## src/verilog/stm_drive_pkg.sv

```systemverilog
// ------------------------------------------------------------
// Drive definitions: value width, gain row layout, unpack
// format and operator FSM states
// ------------------------------------------------------------
`default_nettype none

package stm_drive_pkg;

    localparam int DRIVE_W    = 13;     // Fixed by the 16-bit field layout
    localparam int CH_PER_ROW = 4;

    // One channel slot of a memory row, phase in the low half
    typedef struct packed {
        logic [15:0] duty;
        logic [15:0] phase;
    } gain_slot_t;

    typedef gain_slot_t [CH_PER_ROW-1:0] gain_row_t;   // Slot 0 in low bits

    typedef struct packed {
        logic [DRIVE_W-1:0] duty;
        logic [DRIVE_W-1:0] phase;
    } chan_drive_t;

    typedef enum logic {
        FMT_NORMAL,
        FMT_LEGACY
    } gain_fmt_t;

    typedef enum logic [2:0] {
        ST_IDLE,
        ST_WAIT0,
        ST_WAIT1,
        ST_SET,
        ST_BUF
    } gain_state_t;

endpackage

`default_nettype wire

```

## src/verilog/stm_gain_ram.sv

```systemverilog
// ------------------------------------------------------------
// Gain memory: 32-bit slot writes, 128-bit row reads with
// two registered read stages
// ------------------------------------------------------------
`timescale 1ns/10ps
`default_nettype none

module stm_gain_ram #(
    parameter int FRAME_BITS = 3,
    parameter int ROW_BITS   = 2
) (
    input  wire                              CLK,
    input  wire                              we,
    input  wire [FRAME_BITS+ROW_BITS-1:0]    wr_row,
    input  wire [1:0]                        wr_slot,
    input  wire [31:0]                       wdata,
    input  wire [FRAME_BITS+ROW_BITS-1:0]    rd_row,
    output stm_drive_pkg::gain_row_t         rdata
);

    localparam int ROWS = 2 ** (FRAME_BITS + ROW_BITS);

    stm_drive_pkg::gain_row_t mem [ROWS];
    stm_drive_pkg::gain_row_t rd_q;                     // Array output stage

    always_ff @(posedge CLK) begin
        if (we) begin
            mem[wr_row][wr_slot] <= wdata;
        end
    end

    // Read port, address to data in two clocks
    always_ff @(posedge CLK) begin
        rd_q  <= mem[rd_row];
        rdata <= rd_q;                                  // Output register
    end

endmodule

`default_nettype wire

```

## config.mk

```make
export PLATFORM = sky130hd
export DESIGN_NAME = stm_gain_ram
export DESIGN_NICKNAME = d
export VERILOG_FILES = /design/src/verilog/stm_drive_pkg.sv /design/src/verilog/stm_gain_ram.sv
export SDC_FILE = /design/constraint.sdc
export NUM_CORES = 2
export LEC_CHECK = 0
export BUFFER_PORTS_ARGS = -buffer_cell sky130_fd_sc_hd__buf_2
export CORE_ASPECT_RATIO = 1.5
export CORE_MARGIN = 1
export CORE_UTILIZATION = 56
export CTS_BUF_LIST = sky130_fd_sc_hd__clkbuf_8 sky130_fd_sc_hd__clkbuf_16
export CTS_CLUSTER_SIZE = 28
export DETAILED_ROUTE_END_ITERATION = 10
export PLACE_DENSITY = 0.75
export SLEW_MARGIN = 5
export SYNTH_ARGS = -nofsm -noshare
export SYNTH_HDL_FRONTEND = slang
export SYNTH_SLANG_ARGS = --single-unit
```

## constraint.sdc

```tcl
create_clock -name CLK -period 2.7 [get_ports CLK]
set_input_delay 0.135 -clock CLK [delete_from_list [all_inputs] [get_ports CLK]]
set_output_delay 0.135 -clock CLK [all_outputs]
set_load 0.01 [all_outputs]
```

After elaboration in Yosys (flattened, before gate mapping) --
Memories as Yosys holds them, arrays and structs flattened. A register that Yosys moved wholly into a read port is not among the register bits. Cells that the tools add are included.
Storage, ports and cells: logic and storage cells 16, RAM bits 4096, memories 1, flip-flop bits (word level) 128, bits of input ports 46
Memories:
- mem | words 32, width 128, rd ports 1, clocked after memory_dff 1, wr ports 1, RTL line stm_gain_ram.sv:23 | stm_drive_pkg::gain_row_t mem [ROWS];
Cells by class: multiplexer cells 4, reduce and logical (&&, ||, !) cells 1, order comparisons 2
Operator list (number):
- $mux 128 | 1
- $demux 32 s2 | 1
- $mux 32 | 1
- $lt 2x3->1 const B | 1
- $ge 2x1->1 const B | 1
- $logic_and 1x1->1 | 1
- $mux 1 | 1

Depth between registers and ports, before layout --
depth after elaboration 5, mapped depth 9

Worst setup path before layout --
OpenSTA, ideal clock, no wires.
path kind in2reg, start point input wr_slot[0], end point memory mem[0][0] (netlist name) (enable), setup slack -0.032 ns, path buffers 2, cell stages on the path 4, data arrival time 2.310 ns, cells stage by stage or3b_2 clkbuf_1 clkbuf_1 nor2_1
On the way: word-level cells in the longest chain between the ends 5, elaborated cells between the ends (all ways) 6
Ends and longest elaborated chain:
- start, declared | RTL line stm_gain_ram.sv:15 | input wire [1:0] wr_slot,
- $lt 2x3->1 (implied by the code) / $ge 2x1->1 (equally long branches) | RTL line stm_gain_ram.sv:28 | mem[wr_row][wr_slot] <= wdata;
- $logic_and 1x1->1 (implied by the code) | RTL line stm_gain_ram.sv:28
- $mux 32 (implied by the code) | RTL line stm_gain_ram.sv:28
- $demux 32 s2 * | RTL line stm_gain_ram.sv:28
- $mux 128 (implied by the code) * | RTL line stm_gain_ram.sv:28
- end, declared | RTL line stm_gain_ram.sv:23
Mark *: on every way between the ends. The rest lies on a longest branch, timed or not.

Worst setup path in the final report --
start point register rdata[58] (netlist name), end point output rdata[58] (netlist name)
RTL lines:
- start, declared | RTL line stm_gain_ram.sv:18 | output stm_drive_pkg::gain_row_t rdata
- start signal, assigned | RTL line stm_gain_ram.sv:35 | rdata <= rd_q;
No word-level cell between the ends.

==> summary.md <==
| Metric | Value |
|---|---|
| Outcome | complete, but fails checks |
| Failing checks | DRC, hold timing |
| Arrival @ worst endpoint | 1.75 ns |
| Final Max Tran Viols | 0 |
| Largest net degree at the start of global routing | 129 |
| Initial core utilization | 56.2% |
| DRT antenna net count | 0 |
| Clock sinks | 4352 |
| Share of flip-flops with an asynchronous set or reset | 0% |
| Crit-path max FO | 1 |
| Hold Path Class | in -> reg |
| CTS tree | built |
| DRC | 40 |
| CP peak stage delay | 0.63 ns |
| Max Clock Freq | 531 MHz |
| Power Dens Cells | 747 mW/mm2 |
| Die Ht | 654 um |
| Placed Area | 0.169 mm2 |
| # IOs | 174 |
| Period utilization | 69.8% |
| Vias in the first global route | 80600 |
| Post-synth EDFFs | 4096 |
| Syn_nets | 6867 |
| Static Leak | 57.7 nW |
| CP bufs+invs | 1 |
| Antenna violations before repair | 35 |
| Vias | 79200 |
| Final Util | 64.5% |
| Sum of negative setup slack | 0 ns |
| Gpl congestion | 0.804 |
| Fraction of layout cells with a size suffix above 1 | 28.3% |
| Clock root buffer | clkbuf_16 |
| Min Clock Period, post-route | 1.88 ns |
| WHS Path Cells | 1 |
| Mapped Cells | 6821 |
| Endpoints failing setup | 0 |
| Final Cell Area | 0.182 mm2 |
| Filler Cell Count | 17300 |
| Slew HR | 12.6% |
| Worst skew pair latency | 0.92 ns |
| Post-DP HPWL | 215 mm |
| Worst path depth | 1 |
| CP Class | reg -> out |
| RSZ-0062 raised after global routing | false |
| Nets | 7484 |
| Critical Path RT | 2.57 ns |
| Level count of the clock H-tree | 5 |
| Via density | 6.88 |
| Cell variety after synth | 30 |
| Ys flop type | edfxtp_1 |
| Crit path cell chain | buf_2 |
| Warnings, synthesis | 0 |
| Max-cap violation count | 0 |
| Row count | 239 |
| Synth Cell Area | 0.159 mm2 |
| Total wire length | 429 mm |
| CTS max path bufs | 4 |
| Die W | 437 um |
| Worst Max-Slew Pin Slew | 1.31 ns |
| Drt pass-1 iters | 11 |
| Worst hold slack | -0.0187 ns |
| First-pass GRT wire length | 597 mm |
| Max VDD drop | 0.486 mV |
| Hold Vio Cnt, Final | 8 |
| CTS buffer count | 383 |
| Total GRT Usage | 29.9% |
| R2R depth | 3 |
| Synth Area per Inst | 23.3 um2 |
| Sequential fraction of the synthesis area | 80.7% |
| Cell family with most CP delay | flip-flops |
| Area of the core | 0.282 mm2 |
| Worst setup SP type | register |
| Area grow syn2layout | 14.7% |
| Yosys reg bits | 4352 |
| IO buf count | 173 |
| GRT Residual Overflow | 0 |
| Wire length per cell | 37.3 um |
| Power, Total | 136 mW |
| CTS clk-pin slew, worst paths | 0.07 ns |
| Clk_skew | 0.0428 ns |
| Die area | 0.286 mm2 |
| Drt initial violations | 12100 |
| Crit end category | primary output |
| Slowest CP cell | dfxtp_1 |
## cell usage after synthesis (all sizes together), types with 29 or more instances
| cell | n | area (um2) |
|---|---|---|
| edfxtp | 4096 | 123000 |
| nand4 | 29 | 181 |
| o22ai | 396 | 2480 |
| nor2 | 134 | 503 |
| a22oi | 174 | 1310 |
| buf | 241 | 1600 |
| nand2 | 37 | 139 |
| dfxtp | 256 | 5120 |
| mux2i | 232 | 2320 |
| nand3 | 60 | 300 |
| nor4 | 99 | 619 |
| mux4 | 908 | 20400 |
| clkbuf | 135 | 559 |
## metal layers
metal	up-vias	GRT usage, %	routed length (um)
met1	41100	37.3	137000
li1	30400	-	-
met3	1313	6.01	51600
met5	-	0	132
met2	6369	50.6	216000
met4	22	14.0	23800
## cells by family (layout without fill, tap and decap cells)
family	count (synthesis)	in the layout	share of synthesized area [%]
other cells	0	10	0
simple gates	383	383	1.20
mux	1140	1140	14.3
buf+inv	376	1315	1.36
compound gates	570	570	2.38
flops	4352	4352	80.7
## cell usage in the layout (no fill, tap or decap), types with 21 or more instances in the layout
master         netlist  final
clkbuf_8             0     21
edfxtp_1          4096   4096
a22oi_1            174    174
nand3_1             60     58
mux2i_1            232    232
nor2_4               0    131
dfxtp_1            256    256
inv_1                0     83
nand4_1             29     29
o22ai_1            396    396
nor4_1              99     99
dlygate4sd3_1        0     30
clkbuf_16            0    392
buf_2              130    139
buf_4               34    204
nand2_1             37     35
buf_12               0    235
mux4_2             908    908
bufinv_16            0     38
clkinv_1             0     58
clkinv_2             0     66
## power by group
| part | switching [mW] | internal (mW) | total (mW) | leakage (nW) |
|---|---|---|---|---|
| sequential | 0.466 | 74.5 | 74.9 | 39.0 |
| clock | 24.3 | 30.7 | 55.0 | 6.47 |
| combinational | 3.78 | 2.37 | 6.15 | 12.2 |
| total | 28.6 | 108 | 136 | 57.7 |
## repair_timing
action                                  CTS  global route
endpoints found under the hold margin  2238             0
setup buffers                             0             0
hold buffers                             30             0
gates resized for setup                   0             0
## flip-flops by register name (all words and copies together) (netlist names)
register / flops
rdata: 128
rd_q: 128
mem: 4096
## layout make-up
type	instances	area (um2)	share of cell area (%)
Timing Repair Buffer	608	7230	3.97
Clock inverter	294	2450	1.35
Tap cell	3735	4670	2.57
Sequential cell	4352	128000	70.3
Antenna cell	10	25.0	0.0137
Clock buffer	413	10100	5.54
Multi-Input combinational cell	2093	29500	16.2
## per-stage QoR
stage	std cells	setup WS, ns
CTS	11500	0.820
global placement	10800	0.160
floorplan	6821	-0.0316
finish	11500	0.816
global route	11500	0.815
detailed placement	10800	0.135
## path summary, 6_finish.rpt
check | start | end | slack [ns]
hold reg to reg | rd_q[67] | rdata[67] | 0.31
setup / recovery | rdata[58] | rdata[58] | 0.82
setup reg to reg | mem[17][56] | rd_q[56] | 0.96
hold / removal | wdata[1] | mem[11][97] | -0.02
Note: power is estimated with default switching activity, not from simulation.
