--- config.mk ---
export PLATFORM = sky130hd
export DESIGN_NAME = stm_drive_limiter
export DESIGN_NICKNAME = d
export VERILOG_FILES = /design/src/verilog/stm_drive_pkg.sv /design/src/verilog/stm_drive_limiter.sv
export SDC_FILE = /design/constraint.sdc
export NUM_CORES = 1
export LEC_CHECK = 0
export ABC_AREA = 1
export BUFFER_PORTS_ARGS = -buffer_cell sky130_fd_sc_hd__buf_2
export CELL_PAD_IN_SITES_DETAIL_PLACEMENT = 0
export CELL_PAD_IN_SITES_GLOBAL_PLACEMENT = 1
export CORE_UTILIZATION = 35
export CTS_CLUSTER_SIZE = 14
export DETAILED_ROUTE_END_ITERATION = 7
export HOLD_SLACK_MARGIN = 0.1
export PLACE_DENSITY_LB_ADDON = 0.1
export SLEW_MARGIN = 25
export SYNTH_ARGS = -nofsm -noshare
export SYNTH_HDL_FRONTEND = slang
export SYNTH_SLANG_ARGS = --single-unit
--- constraint.sdc ---
create_clock -name CLK -period 2.9 [get_ports CLK]
set_clock_uncertainty 0.2 [all_clocks]
set_input_delay 0.58 -clock CLK [delete_from_list [all_inputs] [get_ports CLK]]
set_output_delay 0.58 -clock CLK [all_outputs]
set_load 0.01 [all_outputs]
--- src/verilog/stm_drive_pkg.sv ---
// ------------------------------------------------------------
// Drive definitions: value width, gain row layout, unpack
// format and operator FSM states
// ------------------------------------------------------------
`default_nettype none

package stm_drive_pkg;

    localparam int DRIVE_W    = 13;     // Fixed by the 16-bit field layout
    localparam int CH_PER_ROW = 4;

    // One channel slot of a memory row, phase in the low half
    typedef struct packed {
        logic [15:0] duty;
        logic [15:0] phase;
    } gain_slot_t;

    typedef gain_slot_t [CH_PER_ROW-1:0] gain_row_t;   // Slot 0 in low bits

    typedef struct packed {
        logic [DRIVE_W-1:0] duty;
        logic [DRIVE_W-1:0] phase;
    } chan_drive_t;

    typedef enum logic {
        FMT_NORMAL,
        FMT_LEGACY
    } gain_fmt_t;

    typedef enum logic [2:0] {
        ST_IDLE,
        ST_WAIT0,
        ST_WAIT1,
        ST_SET,
        ST_BUF
    } gain_state_t;

endpackage

`default_nettype wire

--- src/verilog/stm_drive_limiter.sv ---
// ------------------------------------------------------------
// Drive limiter: clamps duty to half the cycle, wraps phase
// once against the cycle and registers the drive words
// ------------------------------------------------------------
`timescale 1ns/10ps
`default_nettype none

module stm_drive_limiter #(
    parameter int DEPTH = 10
) (
    input  wire                                      CLK,
    input  wire                                      RST,
    input  wire stm_drive_pkg::chan_drive_t [DEPTH-1:0] drive_buf,
    input  wire                                      done,
    input  wire [stm_drive_pkg::DRIVE_W-1:0]         cycle,
    output stm_drive_pkg::chan_drive_t [DEPTH-1:0]   drive,
    output logic                                     update
);

    logic [stm_drive_pkg::DRIVE_W-1:0] half;

    assign half = cycle >> 1;                           // Rounded down

    always_ff @(posedge CLK) begin
        if (RST) begin
            drive  <= '0;
            update <= 1'b0;
        end else begin
            update <= done;
            if (done) begin
                for (int i = 0; i < DEPTH; i++) begin
                    drive[i].duty <= (drive_buf[i].duty > half) ? half
                                                                : drive_buf[i].duty;
                    // Single wrap only
                    drive[i].phase <= (drive_buf[i].phase >= cycle)
                                      ? drive_buf[i].phase - cycle
                                      : drive_buf[i].phase;
                end
            end
        end
    end

endmodule

`default_nettype wire

### After elaboration in Yosys (flattened, before gate mapping)

Index checks and enable logic that the tools add are counted.

| storage, ports and cells | value |
|---|---|
| register bits | 261 |
| word-level logic and storage cells | 71 |

| operators by class | value |
|---|---|
| multiplexer cells | 20 |
| magnitude comparators | 20 |
| $add $sub $neg | 10 |

Operators with widths:

| cell | count |
|---|---|
| 13-bit two-way mux | 20 |
| 13-bit >= comparator | 10 |
| 13-bit by 12-bit > comparator with 1-bit output | 10 |
| 13-bit subtractor | 10 |

### Depth between registers and ports, before layout

| depth | value |
|---|---|
| depth after elaboration | 2 |
| gate-level depth with buffers | 14 |

### Least setup slack after synthesis

No wires, ideal clock.

| timing path | value |
|---|---|
| path type | input port to flip-flop |
| start | input cycle[1] (netlist bit) |
| end | register drive[245] (netlist bit) |
| buffers on the path | 2 |
| stages | 13 |
| data required time | 2633 ps |
| arrival time | 2854 ps |
| slack | -221 ps |
| cells stage by stage | inv_1 > clkbuf_1 > ha_1 > nand2_1 > nor2_1 > nand2_1 > nand3_2 > nand2_4 > nand3_2 > buf_6 > nand3_1 > nand3_1 > a21oi_2 |

| between the ends | value |
|---|---|
| cells in the longest elaborated chain, start to end | 2 |
| elaborated cells between the ends (all ways) | 3 |

Ends and longest elaborated chain:

| element | RTL line | text |
|---|---|---|
| start, declared | stm_drive_limiter.sv:15 | `input wire [stm_drive_pkg::DRIVE_W-1:0] cycle,` |
| 13-bit subtractor / 13-bit >= comparator (equally long branches) | stm_drive_limiter.sv:36, stm_drive_limiter.sv:35 |  |
| 13-bit two-way mux * | stm_drive_limiter.sv:36 | `? drive_buf[i].phase - cycle` |
| end, declared | stm_drive_limiter.sv:16 | `output stm_drive_pkg::chan_drive_t [DEPTH-1:0] drive,` |

Mark *: on every way between the ends. The rest lies on a longest branch, timed or not.
A chain may end at the register's enable or synchronous reset.

### Worst setup path in the final report

| timing path | value |
|---|---|
| start | input cycle[0] (netlist bit) |
| end | register drive[240] (netlist bit) |

The elaborated chain is that of the path after synthesis.

==> metrics.md <==
| Metric | Value |
|---|---|
| Yosys top cell area share | `0.2161` |
| Max Slew Vio Count | `0` |
| Synth area leaders | `dfxtp_1 (22%), nand2_1 (18%), ha_1 (13%)` |
| Filler cells | `7,553` |
| Grt ovf | `0` |
| Crit path kind | `input pin to register` |
| Avg Cell Area, Syn | `6.160 um2` |
| Peak supply drop | `362.8 uV` |
| Worst-skew pair later-pin latency | `560 ps` |
| Area share of xor/xnor cells in the synthesized design | `0.02318` |
| Main synth FF type | `dfxtp_1` |
| Seq/Total Area, Yosys | `0.2161` |
| Placed Instances | `5,319` |
| Fmax | `440.0 MHz` |
| H-Tree Depth | `2` |
| Min-delay worst type | `input pin to register` |
| Netlist cell types | `32` |
| Detailed Route WL | `98,020 um` |
| DR iter-0 viols | `1,620` |
| Compound-Gate Fraction of Synth Area | `0.07675` |
| Crit path launch type | `input pin` |
| Cells along the critical path | `buf_2, buf_12, ha_1, inv_1, fa_1, nand3_1, nand3_1, nand2_1, nand2_1, xnor2_1, nand2_1, nand3_1, a21oi_1` |
| Ys async rst share | `0` |
| Initial core utilization | `0.3568` |
| Pleak | `0.01664 uW` |
| Rows | `95` |
| GRT busiest layer | `met2` |
| Critical path buffer and inverter count | `3` |
| GRT Total Usage | `0.2722` |
| GR Util met2 | `0.4564` |
| Ys Warns | `0` |
| Dpl ws | `72.22 ps` |
| Setup-failing EPs final | `0` |
| CP Max Fanout | `5` |
| Clock Root Buffer | `clkbuf_16` |
| Post-DP HPWL | `76,260 um` |
| Vias in the first global route | `25,198` |
| Most frequent cells after synthesis | `nand2_1 (1,182), inv_1 (642), nand3_1 (569)` |
| Simple-gate portion of the synthesized area | `0.4079` |
| Final period utilization | `0.7838` |
| Syn-to-layout area delta | `23.91%` |
| CTS tree | `yes` |
| Die X | `264.8 um` |
| Met3 Track Usage GR | `0.04347` |
| Core Area | `0.06775 mm2` |
| Die area | `0.07013 mm2` |
| Worst path arrival time | `2510 ps` |
| Cts hold-fix bufs | `0` |
| GPL Wtd Cong | `0.8829` |
| Syn_nets | `4,461` |
| Max-cap violations | `0` |
| Hold Fails Final Rpt | `0` |
| Mapped Area | `0.02418 mm2` |
| Clock buffer depth | `3` |
| DRC Markers | `0` |
| Met1 usage | `0.3597` |
| Final setup margin | `627.0 ps` |
| Clock-pin slew on the worst setup and hold paths | `60 ps` |
| Post-Synth Adder-Cell Area | `0.1377` |
| Largest family of logic cells by synthesized area | `simple AND/OR/NAND/NOR gates` |
| Height of the die | `264.8 um` |
| First-pass GRT wire length | `148,700 um` |
| Worst-Margin Slew | `783.8 ps` |
| PD cells | `446.4 mW/mm2` |
| Final ANT Viol Nets | `0` |
| Req. time, crit path | `3130 ps` |
| CP top delay family | `simple AND/OR/NAND/NOR gates` |
| Layout cells sized above 1 | `0.1990` |
| IO Port Bufs | `536` |
| CTS resizes | `0` |
| Pre-antenna DRT Iters | `5` |
| Top Ports | `537` |
| Post-synth EDFFs | `0` |
| Multiplexer share of the synthesized area | `0` |
| Synth Register Bits | `261` |
| Wire per inst | `18.18 um` |
| Synth area leader | `dfxtp_1` |
| Worst path slowest cell | `fa_1` |
| Final Non-Filler Cells | `5,390` |
| Post-CTS Setup Bufs | `0` |
| CTS sink count | `261` |
| Antenna violations before repair | `21` |
| Nets@finish | `5,021` |
| RSZ-0062 raised after global routing | `no` |
| Max_slew headroom | `0.4774` |
| Post-route setup TNS | `0 ps` |
| Via count | `26,592` |
| Gate count after technology mapping | `3,925` |
| Post-DR vias/cell | `4.934` |
| Most frequent cell after synthesis | `nand2_1` |
| Critical path's largest stage delay | `410 ps` |
| Largest net degree at the start of global routing | `130` |
| Total CTS buffers | `37` |
| Kind of end point of the critical path | `register` |
| Final min period | `2273 ps` |
| Status | `complete, no violations` |
[power breakdown]
group / total (uW) / internal [uW] / switching, uW
Combinational: 4610 / 1760 / 2840
Clock: 4710 / 2840 / 1870
Sequential: 4060 / 3880 / 178
[placed cells by master (no fill, tap or decap), types with 10 or more instances in the layout]
cell	n
nand2_1	1182
inv_1	630
nand3_1	569
buf_2	534
a21oi_1	315
dfxtp_1	261
ha_1	250
nand4_1	182
nor2_1	120
buf_4	114
xnor2_1	64
buf_12	38
clkbuf_16	37
nand2_2	32
inv_2	28
nor2_2	25
nand3_2	20
diode_2	10
a21oi_4	10
and2_1	10
fa_1	10
[state kept, by name, summed over array words and instances (netlist names)]
register / cells
drive: 260
update: 1
[worst reg2reg max path, cell delays in order, from the launching register on]
cell and delay (ps):
dfxtp_1 400, nand2_1 70, a21oi_1 180
[path summary, 6_finish.rpt]
kind                            depth (start not counted)  slack, ps          start          to
worst max-delay path                                   13        630       cycle[0]  drive[240]
worst min-delay path                                    5        170  drive_buf[75]   drive[75]
worst max register to register                          2       1970     drive[117]  drive[117]
worst min register to register                          2        230      drive[77]   drive[77]
[routing by layer]
metal / wire [um] / vias up
met3: 4833 / 123
met4: 2294 / 8
met1: 45150 / 12075
met2: 45680 / 571
li1: - / 13815
met5: 57 / -
[kinds of logic after synthesis]
group                      after synthesis
and+or+nand+nor                       2174
buffers and inverters                  826
AOI/OAI and AO/OA                      340
DFF                                    261
adders and majority gates              260
xor gates and xnor gates                64
[through the flow]
stage | util | area, um2 | hold slack [ps] | total power (uW)
6_report | 0.4422 | 29960 | 170.1 | 13370
4_1_cts | 0.4418 | 29930 | 135.6 | 13540
3_3_place_gp | 0.4239 | 28720 | 224.8 | 8754
3_5_place_dp | 0.4239 | 28720 | 225.6 | 8741
2_1_floorplan | - | 24190 | 263.9 | 7022
5_1_grt | 0.4421 | 29950 | 172.1 | 14250
[layout make-up]
type	instances	area, um2	area share
flip-flops and latches	261	5225	0.1744
clock buffers	47	1023	0.03416
multi-input cells	2838	15610	0.5209
diodes	10	25.02	0.0008353
well taps	873	1092	0.03646
clock inverters	14	186.4	0.006223
inverters	659	2481	0.08282
repair buffers	688	4319	0.1442
No activity file was read; power rests on OpenSTA's default activity.
