===== config.mk =====
export PLATFORM = sky130hd
export DESIGN_NAME = stm_host_decode
export DESIGN_NICKNAME = d
export VERILOG_FILES = /design/src/verilog/stm_bus_pkg.sv /design/src/verilog/stm_drive_pkg.sv /design/src/verilog/stm_host_decode.sv
export SDC_FILE = /design/constraint.sdc
export NUM_CORES = 1
export LEC_CHECK = 0
export BUFFER_PORTS_ARGS = -buffer_cell sky130_fd_sc_hd__buf_2
export CAP_MARGIN = 20
export CORE_MARGIN = 3
export CORE_UTILIZATION = 23
export DETAILED_ROUTE_END_ITERATION = 16
export GPL_TIMING_DRIVEN = 1
export SLEW_MARGIN = 40
export SYNTH_ARGS = -nofsm -noshare
export SYNTH_HDL_FRONTEND = slang
export SYNTH_SLANG_ARGS = --single-unit
export TNS_END_PERCENT = 5

===== constraint.sdc =====
create_clock -name CLK -period 2.4 [get_ports CLK]
set_input_delay 0.36 -clock CLK [delete_from_list [all_inputs] [get_ports CLK]]
set_output_delay 0.36 -clock CLK [all_outputs]
set_load 0.01 [all_outputs]

===== src/verilog/stm_bus_pkg.sv =====
// ------------------------------------------------------------
// Host bus definitions: Wishbone request and response,
// host register map
// ------------------------------------------------------------
`default_nettype none

package stm_bus_pkg;

    typedef struct packed {
        logic        cyc;
        logic        stb;
        logic        we;
        logic [7:0]  adr;       // Word address
        logic [31:0] dat;
    } wb_req_t;

    typedef struct packed {
        logic        ack;
        logic [31:0] dat;
    } wb_rsp_t;

    // Word addresses below 0x80 select the gain memory
    typedef enum logic [7:0] {
        REG_INDEX   = 8'h80,
        REG_MODE    = 8'h81,
        REG_CYCLE   = 8'h82,
        REG_UPDATES = 8'h83
    } host_reg_t;

endpackage

`default_nettype wire


===== src/verilog/stm_drive_pkg.sv =====
// ------------------------------------------------------------
// Drive definitions: value width, gain row layout, unpack
// format and operator FSM states
// ------------------------------------------------------------
`default_nettype none

package stm_drive_pkg;

    localparam int DRIVE_W    = 13;     // Fixed by the 16-bit field layout
    localparam int CH_PER_ROW = 4;

    // One channel slot of a memory row, phase in the low half
    typedef struct packed {
        logic [15:0] duty;
        logic [15:0] phase;
    } gain_slot_t;

    typedef gain_slot_t [CH_PER_ROW-1:0] gain_row_t;   // Slot 0 in low bits

    typedef struct packed {
        logic [DRIVE_W-1:0] duty;
        logic [DRIVE_W-1:0] phase;
    } chan_drive_t;

    typedef enum logic {
        FMT_NORMAL,
        FMT_LEGACY
    } gain_fmt_t;

    typedef enum logic [2:0] {
        ST_IDLE,
        ST_WAIT0,
        ST_WAIT1,
        ST_SET,
        ST_BUF
    } gain_state_t;

endpackage

`default_nettype wire


===== src/verilog/stm_host_decode.sv =====
// ------------------------------------------------------------
// Host decoder: single-wait Wishbone classic slave for the
// gain memory and the index, mode, cycle and update registers
// ------------------------------------------------------------
`timescale 1ns/10ps
`default_nettype none

module stm_host_decode #(
    parameter int FRAME_BITS = 3,
    parameter int ROW_BITS   = 2
) (
    input  wire                                  CLK,
    input  wire                                  RST,
    input  wire stm_bus_pkg::wb_req_t            wb_req,
    output stm_bus_pkg::wb_rsp_t                 wb_rsp,
    output logic                                 ram_we,
    output logic [FRAME_BITS+ROW_BITS-1:0]       ram_row,
    output logic [1:0]                           ram_slot,
    output logic [31:0]                          ram_wdata,
    output logic [FRAME_BITS-1:0]                frame_index,
    output stm_drive_pkg::gain_fmt_t             fmt,
    output logic [stm_drive_pkg::DRIVE_W-1:0]    cycle,
    input  wire                                  update
);

    logic        access;
    logic        is_reg;
    logic        ack;
    logic [31:0] rdat;
    logic [31:0] rdat_next;
    logic [15:0] update_cnt;

    assign access = wb_req.cyc & wb_req.stb & ~ack;     // Seen with ack low
    assign is_reg = wb_req.adr[7];

    // Memory writes land on the same edge that raises ack
    assign ram_we    = access & wb_req.we & ~is_reg;
    assign ram_row   = wb_req.adr[FRAME_BITS+ROW_BITS+1:2];
    assign ram_slot  = wb_req.adr[1:0];
    assign ram_wdata = wb_req.dat;

    assign wb_rsp = '{ack: ack, dat: rdat};

    // ------------------------------------------------------------
    // Read mux
    // ------------------------------------------------------------
    always_comb begin
        case (wb_req.adr)
            stm_bus_pkg::REG_INDEX:   rdat_next = 32'(frame_index);
            stm_bus_pkg::REG_MODE:    rdat_next = {31'd0, fmt};
            stm_bus_pkg::REG_CYCLE:   rdat_next = 32'(cycle);
            stm_bus_pkg::REG_UPDATES: rdat_next = {16'd0, update_cnt};
            default:                  rdat_next = 32'd0;  // Memory is write only
        endcase
    end

    always_ff @(posedge CLK) begin
        if (RST) begin
            ack         <= 1'b0;
            rdat        <= 32'd0;
            frame_index <= '0;
            fmt         <= stm_drive_pkg::FMT_NORMAL;
            cycle       <= '0;
            update_cnt  <= 16'd0;
        end else begin
            ack <= access;                              // One cycle wide
            if (access) begin
                rdat <= rdat_next;
            end
            if (access && wb_req.we) begin
                case (wb_req.adr)
                    stm_bus_pkg::REG_INDEX: frame_index <= wb_req.dat[FRAME_BITS-1:0];
                    stm_bus_pkg::REG_MODE:  fmt <= stm_drive_pkg::gain_fmt_t'(wb_req.dat[0]);
                    stm_bus_pkg::REG_CYCLE: cycle <= wb_req.dat[stm_drive_pkg::DRIVE_W-1:0];
                    default: ;                          // UPDATES is read only
                endcase
            end
            if (update) begin
                update_cnt <= update_cnt + 16'd1;
            end
        end
    end

endmodule

`default_nettype wire


# [Word level (Yosys, flattened, before mapping)]
# Index checks and enable logic that the tools add are counted.
[op_classes] n_lt_le_gt_ge=0 bitwise=6 multipliers=0 n_addsub=1 n_reduce_logical=4 div_mod_pow=0 mux=1 eq_ne=4 shifts=0
[op_table] operator="$pmux 16 s4" count=1
[op_table] operator="$eq 8x8->1 const B" count=4
[op_table] operator="$add 16x1->16 const B" count=1
[op_table] operator="$reduce_and 2->1" count=3
[op_table] operator="$and 1x1->1" count=4
[op_table] operator="$not 1->1" count=2
[op_table] operator="$logic_and 1x1->1" count=1
[totals] word_cells=22 mem_count=0 rom_bits=0 out_inout_bits=90 latch_bits=0 ram_bits=0 input_bits=46 regBits=66

# [Logic depth before layout (Yosys ltp)]
# Gate-level depths: netlist of run 1.
[logic_depth] word_depth=4 mapped_depth=6 mapped_depth_nobuf=4

# [Worst setup path before layout of run 1]
# OpenSTA, ideal clock, no wires.
[synth_path] path_type="reg2reg" start="register update_cnt[0]" end="register update_cnt[12]" slack_ns=0.913 t_required_ns=2.277 period_less_slack_ns=1.487 t_arrival_ns=1.364 path_stages_with_launch=5 cell_sequence="dfxtp_1 ha_1 nand3_2 nor4_1 mux2_1"
[synth_via] elab_chain_len=1
[synth_rtl] item="from (decl)" line="stm_host_decode.sv:31" text="logic [15:0] update_cnt;"
[synth_rtl] item="from (signal assigned)" line="stm_host_decode.sv:79" text="update_cnt <= update_cnt + 16'd1;"
[synth_rtl] item="$add 16x1->16" line="stm_host_decode.sv:79"
# Every way passes these cells.
# A chain may end at the register's enable or synchronous reset.

# [Worst setup path after layout of run 1]
[layout_path] start="register update_cnt[0]" end="register update_cnt[14]"
# The elaborated chain is that of the path after synthesis.

==> results.ini, run 1 <==
[critical_path]
critical_path.reg2reg.startpoint=update_cnt[0]
critical_path_buf_inv_count=0
cp_max_fo=8
end_kind=flop
worst_ep_required_time_ps=2580
worst_path_cell_with_the_longest_stage_delay=dfxtp_1
crit_path_start=update_cnt[0]
cp_slowest_stage_delay_ps=440
timing.setup.critical_path_class=reg2reg
worst_path_dominant_cell_family=simple AND/OR/NAND/NOR gates
crit_chain=ha_1 -> nand3_2 -> nor4_1 -> mux2_1
worst_ep_arrival_time_ps=1830
setup.worst_path.start_class=flop

[detailed_routing]
via_density_per_instance=4.34
route.antenna.remaining_nets=0
vias=2020
remaining_drc_errors=0
detail_route.wl_per_cell_um=13.4
drt_iter0_markers=128
routed_wl_um=6220
detailed_routing_iterations_pass_1=4

[min_path]
hold_path.startpoint=wb_req[10]
hold_class=in2reg

[timing]
report.final.setup_viol=0
grt_setup_unrepaired=false
worst_slew_margin_pct=64.6
max_clock_freq_mhz=606
totalNegativeSetupSlack_ps=0
period_share_pct=68.7
finalHoldViolCount=0
hold-worst-slack_ps=329
fin_worst_skew_ps=9.26
setup_slack_ps=751
timing_worst_slew_pin_value_ps=531
finalWorstPathRequiredPeriod_ps=1650
drv_slew=0

[finish]
post_route_cells_drive_above_1_share_pct=31.4
area_growth_syn_to_layout_pct=12.2
instances_no_fill=465
final_core_utilization_pct=26.6
final_instance_area_mm2=0.00306
layout.nets=368
antennaDiodeCount=0

[placed_design]
port_buffers=81
globalplace.congestion=0.745
place_area_mm2=0.00291
placed_cells=457
dp_slack_ps=748
dpl.hpwl_um=4740

[global_route]
first_global_vias=1990
first_pass_grt_wire_length_um=10000
grt_max_degree=52
globalRouteTotalUtil_pct=9.43
globalRoute.totalOverflow=0
antenna_found_initial=0

[power_and_ir_drop]
peakVddDrop_mv=0.250
power.density_mw_per_mm2=557
cellLeakagePower_nw=1.26
post-layout-total-power_mw=1.71

[synthesis]
ys.warnings.count=0
portion_of_the_post_synthesis_area_used_by_sequential_elements_pct=36.6
post_synthesis_cell_area_mm2=0.00273
netlist.area_leader.share_pct=36.6
synth_area_leaders=dfxtp_1 (37%), buf_4 (16%), mux2i_1 (10%)
area_leader_netlist=dfxtp_1
yosys_register_bits=50
synth_cells=284
synth.lib_cells_used.distinct=37
avgSynthCellArea_um2=9.62

[floorplan]
placementRows=39
die-width_um=115
core_area_mm2=0.0115
chipHeight_um=115
num_io_pins=136
die_area_mm2=0.0132
initial_core_util_pct=23.7

[clock_network]
cts_buffer_depth=2
post_cts_setup_driven_buffer_insertion_count=0
clkSlewWorstSetupHoldPaths_ps=70
cts_hold_buffers=0
tritoncts=done
worstSkewPairLatency_ps=290
clock_tree.htree_level_count=2
cts.repair.resized=0
ctsRootBufferMaster=clkbuf_16
cts-buffers-inserted=5
number_of_clock_sinks=50

[run]
maxCapViolations=0

[outcome]
outcome=finished clean

registers in the layout (all words and copies together), names as in the netlist:
| register | flops |
|---|---|
| frame_index | 3 |
| rdat | 16 |
| ack | 1 |
| update_cnt | 16 |
| fmt | 1 |
| cycle | 13 |
cells in the final DEF, fill, tap and decap left out, drive strengths merged, types with 6 or more instances in the layout:
master | synthesis | layout
a21oi | 6 | 6
buf | 63 | 85
dfxtp | 50 | 50
conb | 1 | 16
nand2b | 30 | 30
nor2 | 13 | 13
mux2 | 7 | 7
nand4 | 7 | 7
o2bb2ai | 16 | 16
nand2 | 7 | 7
mux2i | 28 | 28
nor2b | 8 | 8
tightest hold or removal path, stage by stage:
cell and delay (ps):
buf_2 100, nand2b_1 60, mux2i_1 60
layer usage:
| metal | routed length, µm | global-route usage, % |
|---|---|---|
| met3 | 388 | 2.21 |
| met4 | 74 | 3.52 |
| met5 | 0 | 0 |
| met1 | 2810 | 12.1 |
| met2 | 2950 | 15.4 |
power breakdown:
| group | internal (mW) | switching (mW) | leakage (nW) |
|---|---|---|---|
| sequential | 0.833 | 0.00668 | 0.403 |
| clock | 0.398 | 0.328 | 0.0759 |
| combinational | 0.0578 | 0.0843 | 0.783 |
path summary, 6_finish.rpt:
check | to | slack, ps | depth (start not counted)
max | update_cnt[14] | 750 | 4
min reg2reg | rdat[14] | 460 | 1
min | cycle[10] | 330 | 3
max reg2reg | update_cnt[14] | 750 | 4
cell families (layout without fill, tap and decap cells):
group / after synthesis / count (layout) / synth area share [%]
AOI/OAI and AO/OA: 31 / 31 / 8.47
xor gates and xnor gates: 4 / 4 / 1.28
adders and majority gates: 1 / 1 / 0.458
buffers and inverters: 74 / 97 / 18.8
DFF: 50 / 50 / 36.6
muxes: 36 / 36 / 14.0
other: 1 / 16 / 0.137
and+or+nand+nor: 87 / 87 / 20.2
cell usage after synthesis:
cell type  instances
nor4b_4            1
nor2b_1            8
nor4b_1            1
or4_1              4
ha_1               1
a21oi_1            6
or3_1              2
a31oi_1            1
nand3_1            3
buf_4             58
nand4_1            6
xor2_1             3
o2bb2ai_1         16
and4_1             2
clkbuf_1           7
o31ai_1            4
mux2_2             2
and4bb_1           1
buf_6              2
dfxtp_1           50
mux2i_1           28
and4b_1            1
buf_2              2
nand2_1            7
mux2_1             5
conb_1             1
a22oi_1            2
nand2b_1          30
buf_1              1
o21ai_0            2
nor2_1            13
xnor2_1            1
nand4_4            1
inv_1              4
mux4_2             1
nor4_1             5
nand3_2            2
final cells by class:
type | instances | area (µm²)
inverter | 4 | 15.0
fill | 1243 | 8450
sequential | 50 | 1000
clock buffer | 5 | 125
clock inverter | 3 | 28.8
multi-input combinational | 175 | 1280
tap | 143 | 179
timing repair buffer | 85 | 435
No activity file was read; power rests on OpenSTA's default activity.
==> inputs of run 2 (changes only) <==
ABC_AREA = 1   (was unset)
clock period = 1.7 ns   (was 2.4 ns; I/O delays follow)
==> results.ini, run 2 <==
[outcome]
outcome=finished clean

[synthesis]
netlist.area_leader.share_pct=37.5  ; +0.89 points
portion_of_the_post_synthesis_area_used_by_sequential_elements_pct=37.5  ; +0.89 points
post_synthesis_cell_area_mm2=0.00267  ; -2.4%
synth.lib_cells_used.distinct=30  ; -19%
area_leader_netlist=dfxtp_1
synth.top_cells.by_count=nand2_1 (71), buf_4 (56), dfxtp_1 (50)
avgSynthCellArea_um2=7.30  ; -24%
number_of_enable_type_register_cells_in_the_synthesized_netlist=0  ; unchanged
yosys_register_bits=50  ; unchanged
synth_cells=365  ; +29%
commonest_register_cell_after_synthesis=dfxtp_1
ys_async_sr_fraction_pct=0  ; unchanged
ys.warnings.count=0  ; unchanged
synth_area_leaders=dfxtp_1 (38%), buf_4 (16%), nand2_1 (10%)
yosysMostFrequentCell=nand2_1

[clock_network]
clock_tree.htree_level_count=2  ; unchanged
cts_hold_buffers=0  ; unchanged
cts.repair.resized=0  ; unchanged
ctsRootBufferMaster=clkbuf_16
worstSkewPairLatency_ps=290  ; about the same
cts_buffer_depth=2  ; unchanged
clkSlewWorstSetupHoldPaths_ps=70  ; about the same
tritoncts=done
post_cts_setup_driven_buffer_insertion_count=0  ; unchanged
cts-buffers-inserted=5  ; unchanged
number_of_clock_sinks=50  ; unchanged

[detailed_routing]
detailed_routing_iterations_pass_1=4  ; unchanged
remaining_drc_errors=0  ; unchanged
detail_route.wl_per_cell_um=12.1  ; -10%
via_density_per_instance=4.09  ; -5.8%
drt_iter0_markers=108  ; -16%
route.antenna.remaining_nets=0  ; unchanged
vias=2255  ; +12%
routed_wl_um=6640  ; +6.7%

[placed_design]
place_area_mm2=0.00289  ; -0.69%
port_buffers=81  ; unchanged
dpl.hpwl_um=5300  ; +12%
globalplace.congestion=0.782  ; +4.9%

[global_route]
antenna_found_initial=0  ; unchanged
globalRoute.totalOverflow=0  ; unchanged
first_pass_grt_wire_length_um=10300  ; +2.3%
first_global_vias=2027  ; +1.9%
globalRouteTotalUtil_pct=10.1  ; +0.69 points
grt_max_degree=31  ; -40%

[floorplan]
chipHeight_um=114  ; -1.1%
placementRows=38  ; -2.6%
initial_core_util_pct=24.1  ; +0.35 points
die_area_mm2=0.0129  ; -2.3%
num_io_pins=136  ; unchanged
die-width_um=114  ; -1.1%
core_area_mm2=0.0111  ; -3.8%

[critical_path]
setup.worst_path.start_class=flop
worst_ep_required_time_ps=1880  ; -700 ps
worst_ep_arrival_time_ps=1710  ; -120 ps
crit_chain=ha_1 -> nand2_1 -> nor2_2 -> nand2_2 -> nor2_4 -> nand3_1 -> o21ai_0 -> a21oi_1
worst_path_cell_with_the_longest_stage_delay=dfxtp_1
cp_slowest_stage_delay_ps=410  ; -30 ps
cp_max_fo=5  ; -3
timing.setup.critical_path_class=reg2reg
end_kind=flop

[timing]
max_clock_freq_mhz=653  ; +7.7%
grt_setup_unrepaired=false
finalHoldViolCount=0  ; unchanged
period_share_pct=90.1  ; +21 points
fin_worst_skew_ps=7.53  ; -1.73 ps
hold-worst-slack_ps=195  ; -134 ps
drv_slew=0  ; unchanged
finalWorstPathRequiredPeriod_ps=1530  ; -118 ps
report.final.setup_viol=0  ; unchanged
totalNegativeSetupSlack_ps=0  ; unchanged

[power_and_ir_drop]
peakVddDrop_mv=0.353  ; +41%
power.share.combinational_pct=7.4  ; -0.9 points
power.density_mw_per_mm2=816  ; +46%
power_frac_seq_pct=47.4  ; -1.8 points
power.clock.fraction_pct=45.2  ; +2.7 points
power_switching_mw=0.564  ; +35%
internal-power_mw=1.93  ; +50%
cellLeakagePower_nw=1.49  ; +18%
power.share.switching_pct=22.6  ; -1.9 points
post-layout-total-power_mw=2.49  ; +46%

[finish]
antennaDiodeCount=0  ; unchanged
top_regs=rdat: 16 flops, update_cnt: 16 flops, cycle: 13 flops
final_instance_area_mm2=0.00306  ; -0.29%
layout.nets=457  ; +24%
area_growth_syn_to_layout_pct=14.6
multiInputGateArea_mm2=0.00114  ; -11%
layout_commonest_cell=buf_2
post_route_cells_drive_above_1_share_pct=29.2  ; -2.2 points
fillCellCount=1211  ; -2.6%
layout.area.seq_mm2=0.00100  ; unchanged
layout.cells.most_common_list=buf_2 (81), nand2_1 (71), dfxtp_1 (50)
final_core_utilization_pct=27.6  ; +0.97 points

[run]
maxCapViolations=0  ; unchanged

[min_path]
hold_class=in2reg

## run 2: changes by cell type after synthesis, moves of 8 or more
| cell | before | now |
|---|---|---|
| o2bb2ai_1 | 16 | 0 |
| nand2b_1 | 30 | 0 |
| nand2_1 | 7 | 71 |
| mux2i_1 | 28 | 0 |
| o21ai_0 | 2 | 26 |
| nor2b_1 | 8 | 0 |
| nand3_1 | 3 | 16 |
| a21oi_1 | 6 | 31 |
| inv_1 | 4 | 25 |
| nor2_1 | 13 | 41 |
## run 2: path summary, 6_finish.rpt
path,from,to,slack [ps],depth (start not counted)
max,update_cnt[0],update_cnt[8],170,8
min,wb_req[4],cycle[4],200,3
max reg2reg,update_cnt[0],update_cnt[8],170,8
min reg2reg,rdat[2],rdat[2],460,2
## run 2: cell type report
cell class | count | area share [%]
well taps | 140 | 5.73
inverters | 30 | 3.77
clock inverters | 3 | 1.31
repair buffers | 88 | 15.0
flip-flops and latches | 50 | 32.8
clock buffers | 5 | 4.10
multi-input cells | 235 | 37.3
## run 2: power groups by stage
| stage | sequential, mW | clock [mW] | combinational [mW] |
|---|---|---|---|
| after floorplan | 1.21 | 0 | 0.205 |
| after global placement | 1.21 | 0 | 0.181 |
| after detailed placement | 1.21 | 0 | 0.184 |
| after CTS | 1.18 | 1.15 | 0.185 |
| after global routing | 1.18 | 1.21 | 0.204 |
| final | 1.18 | 1.13 | 0.184 |
## run 2: stage by stage
stage	std cells	worst slack, ps
2_1_floorplan	380	383
3_3_place_gp	543	204
3_5_place_dp	543	169
4_1_cts	551	146
5_1_grt	551	15.8
6_report	551	169
## run 2: cells by family after synthesis
family          share of synthesized area (%)
xor+xnor                                0.329
buf+inv                                  21.8
other cells                             0.141
simple gates                             27.1
fa+ha+maj                               0.469
compound gates                           12.6
flops                                    37.5
## run 2: routing by layer
layer	GRT usage, %	vias up	wire [µm]
li1	-	1176	-
met1	14.6	988	3280
met2	14.5	84	2780
met3	2.86	7	489
met4	3.29	0	89
met5	0	-	0
## run 2: critical path: cells and delay by family, from the launching register on
family	cells	cell delay (ps)
simple gates	5	580
flops	1	410
compound gates	2	230
fa+ha+maj	1	200
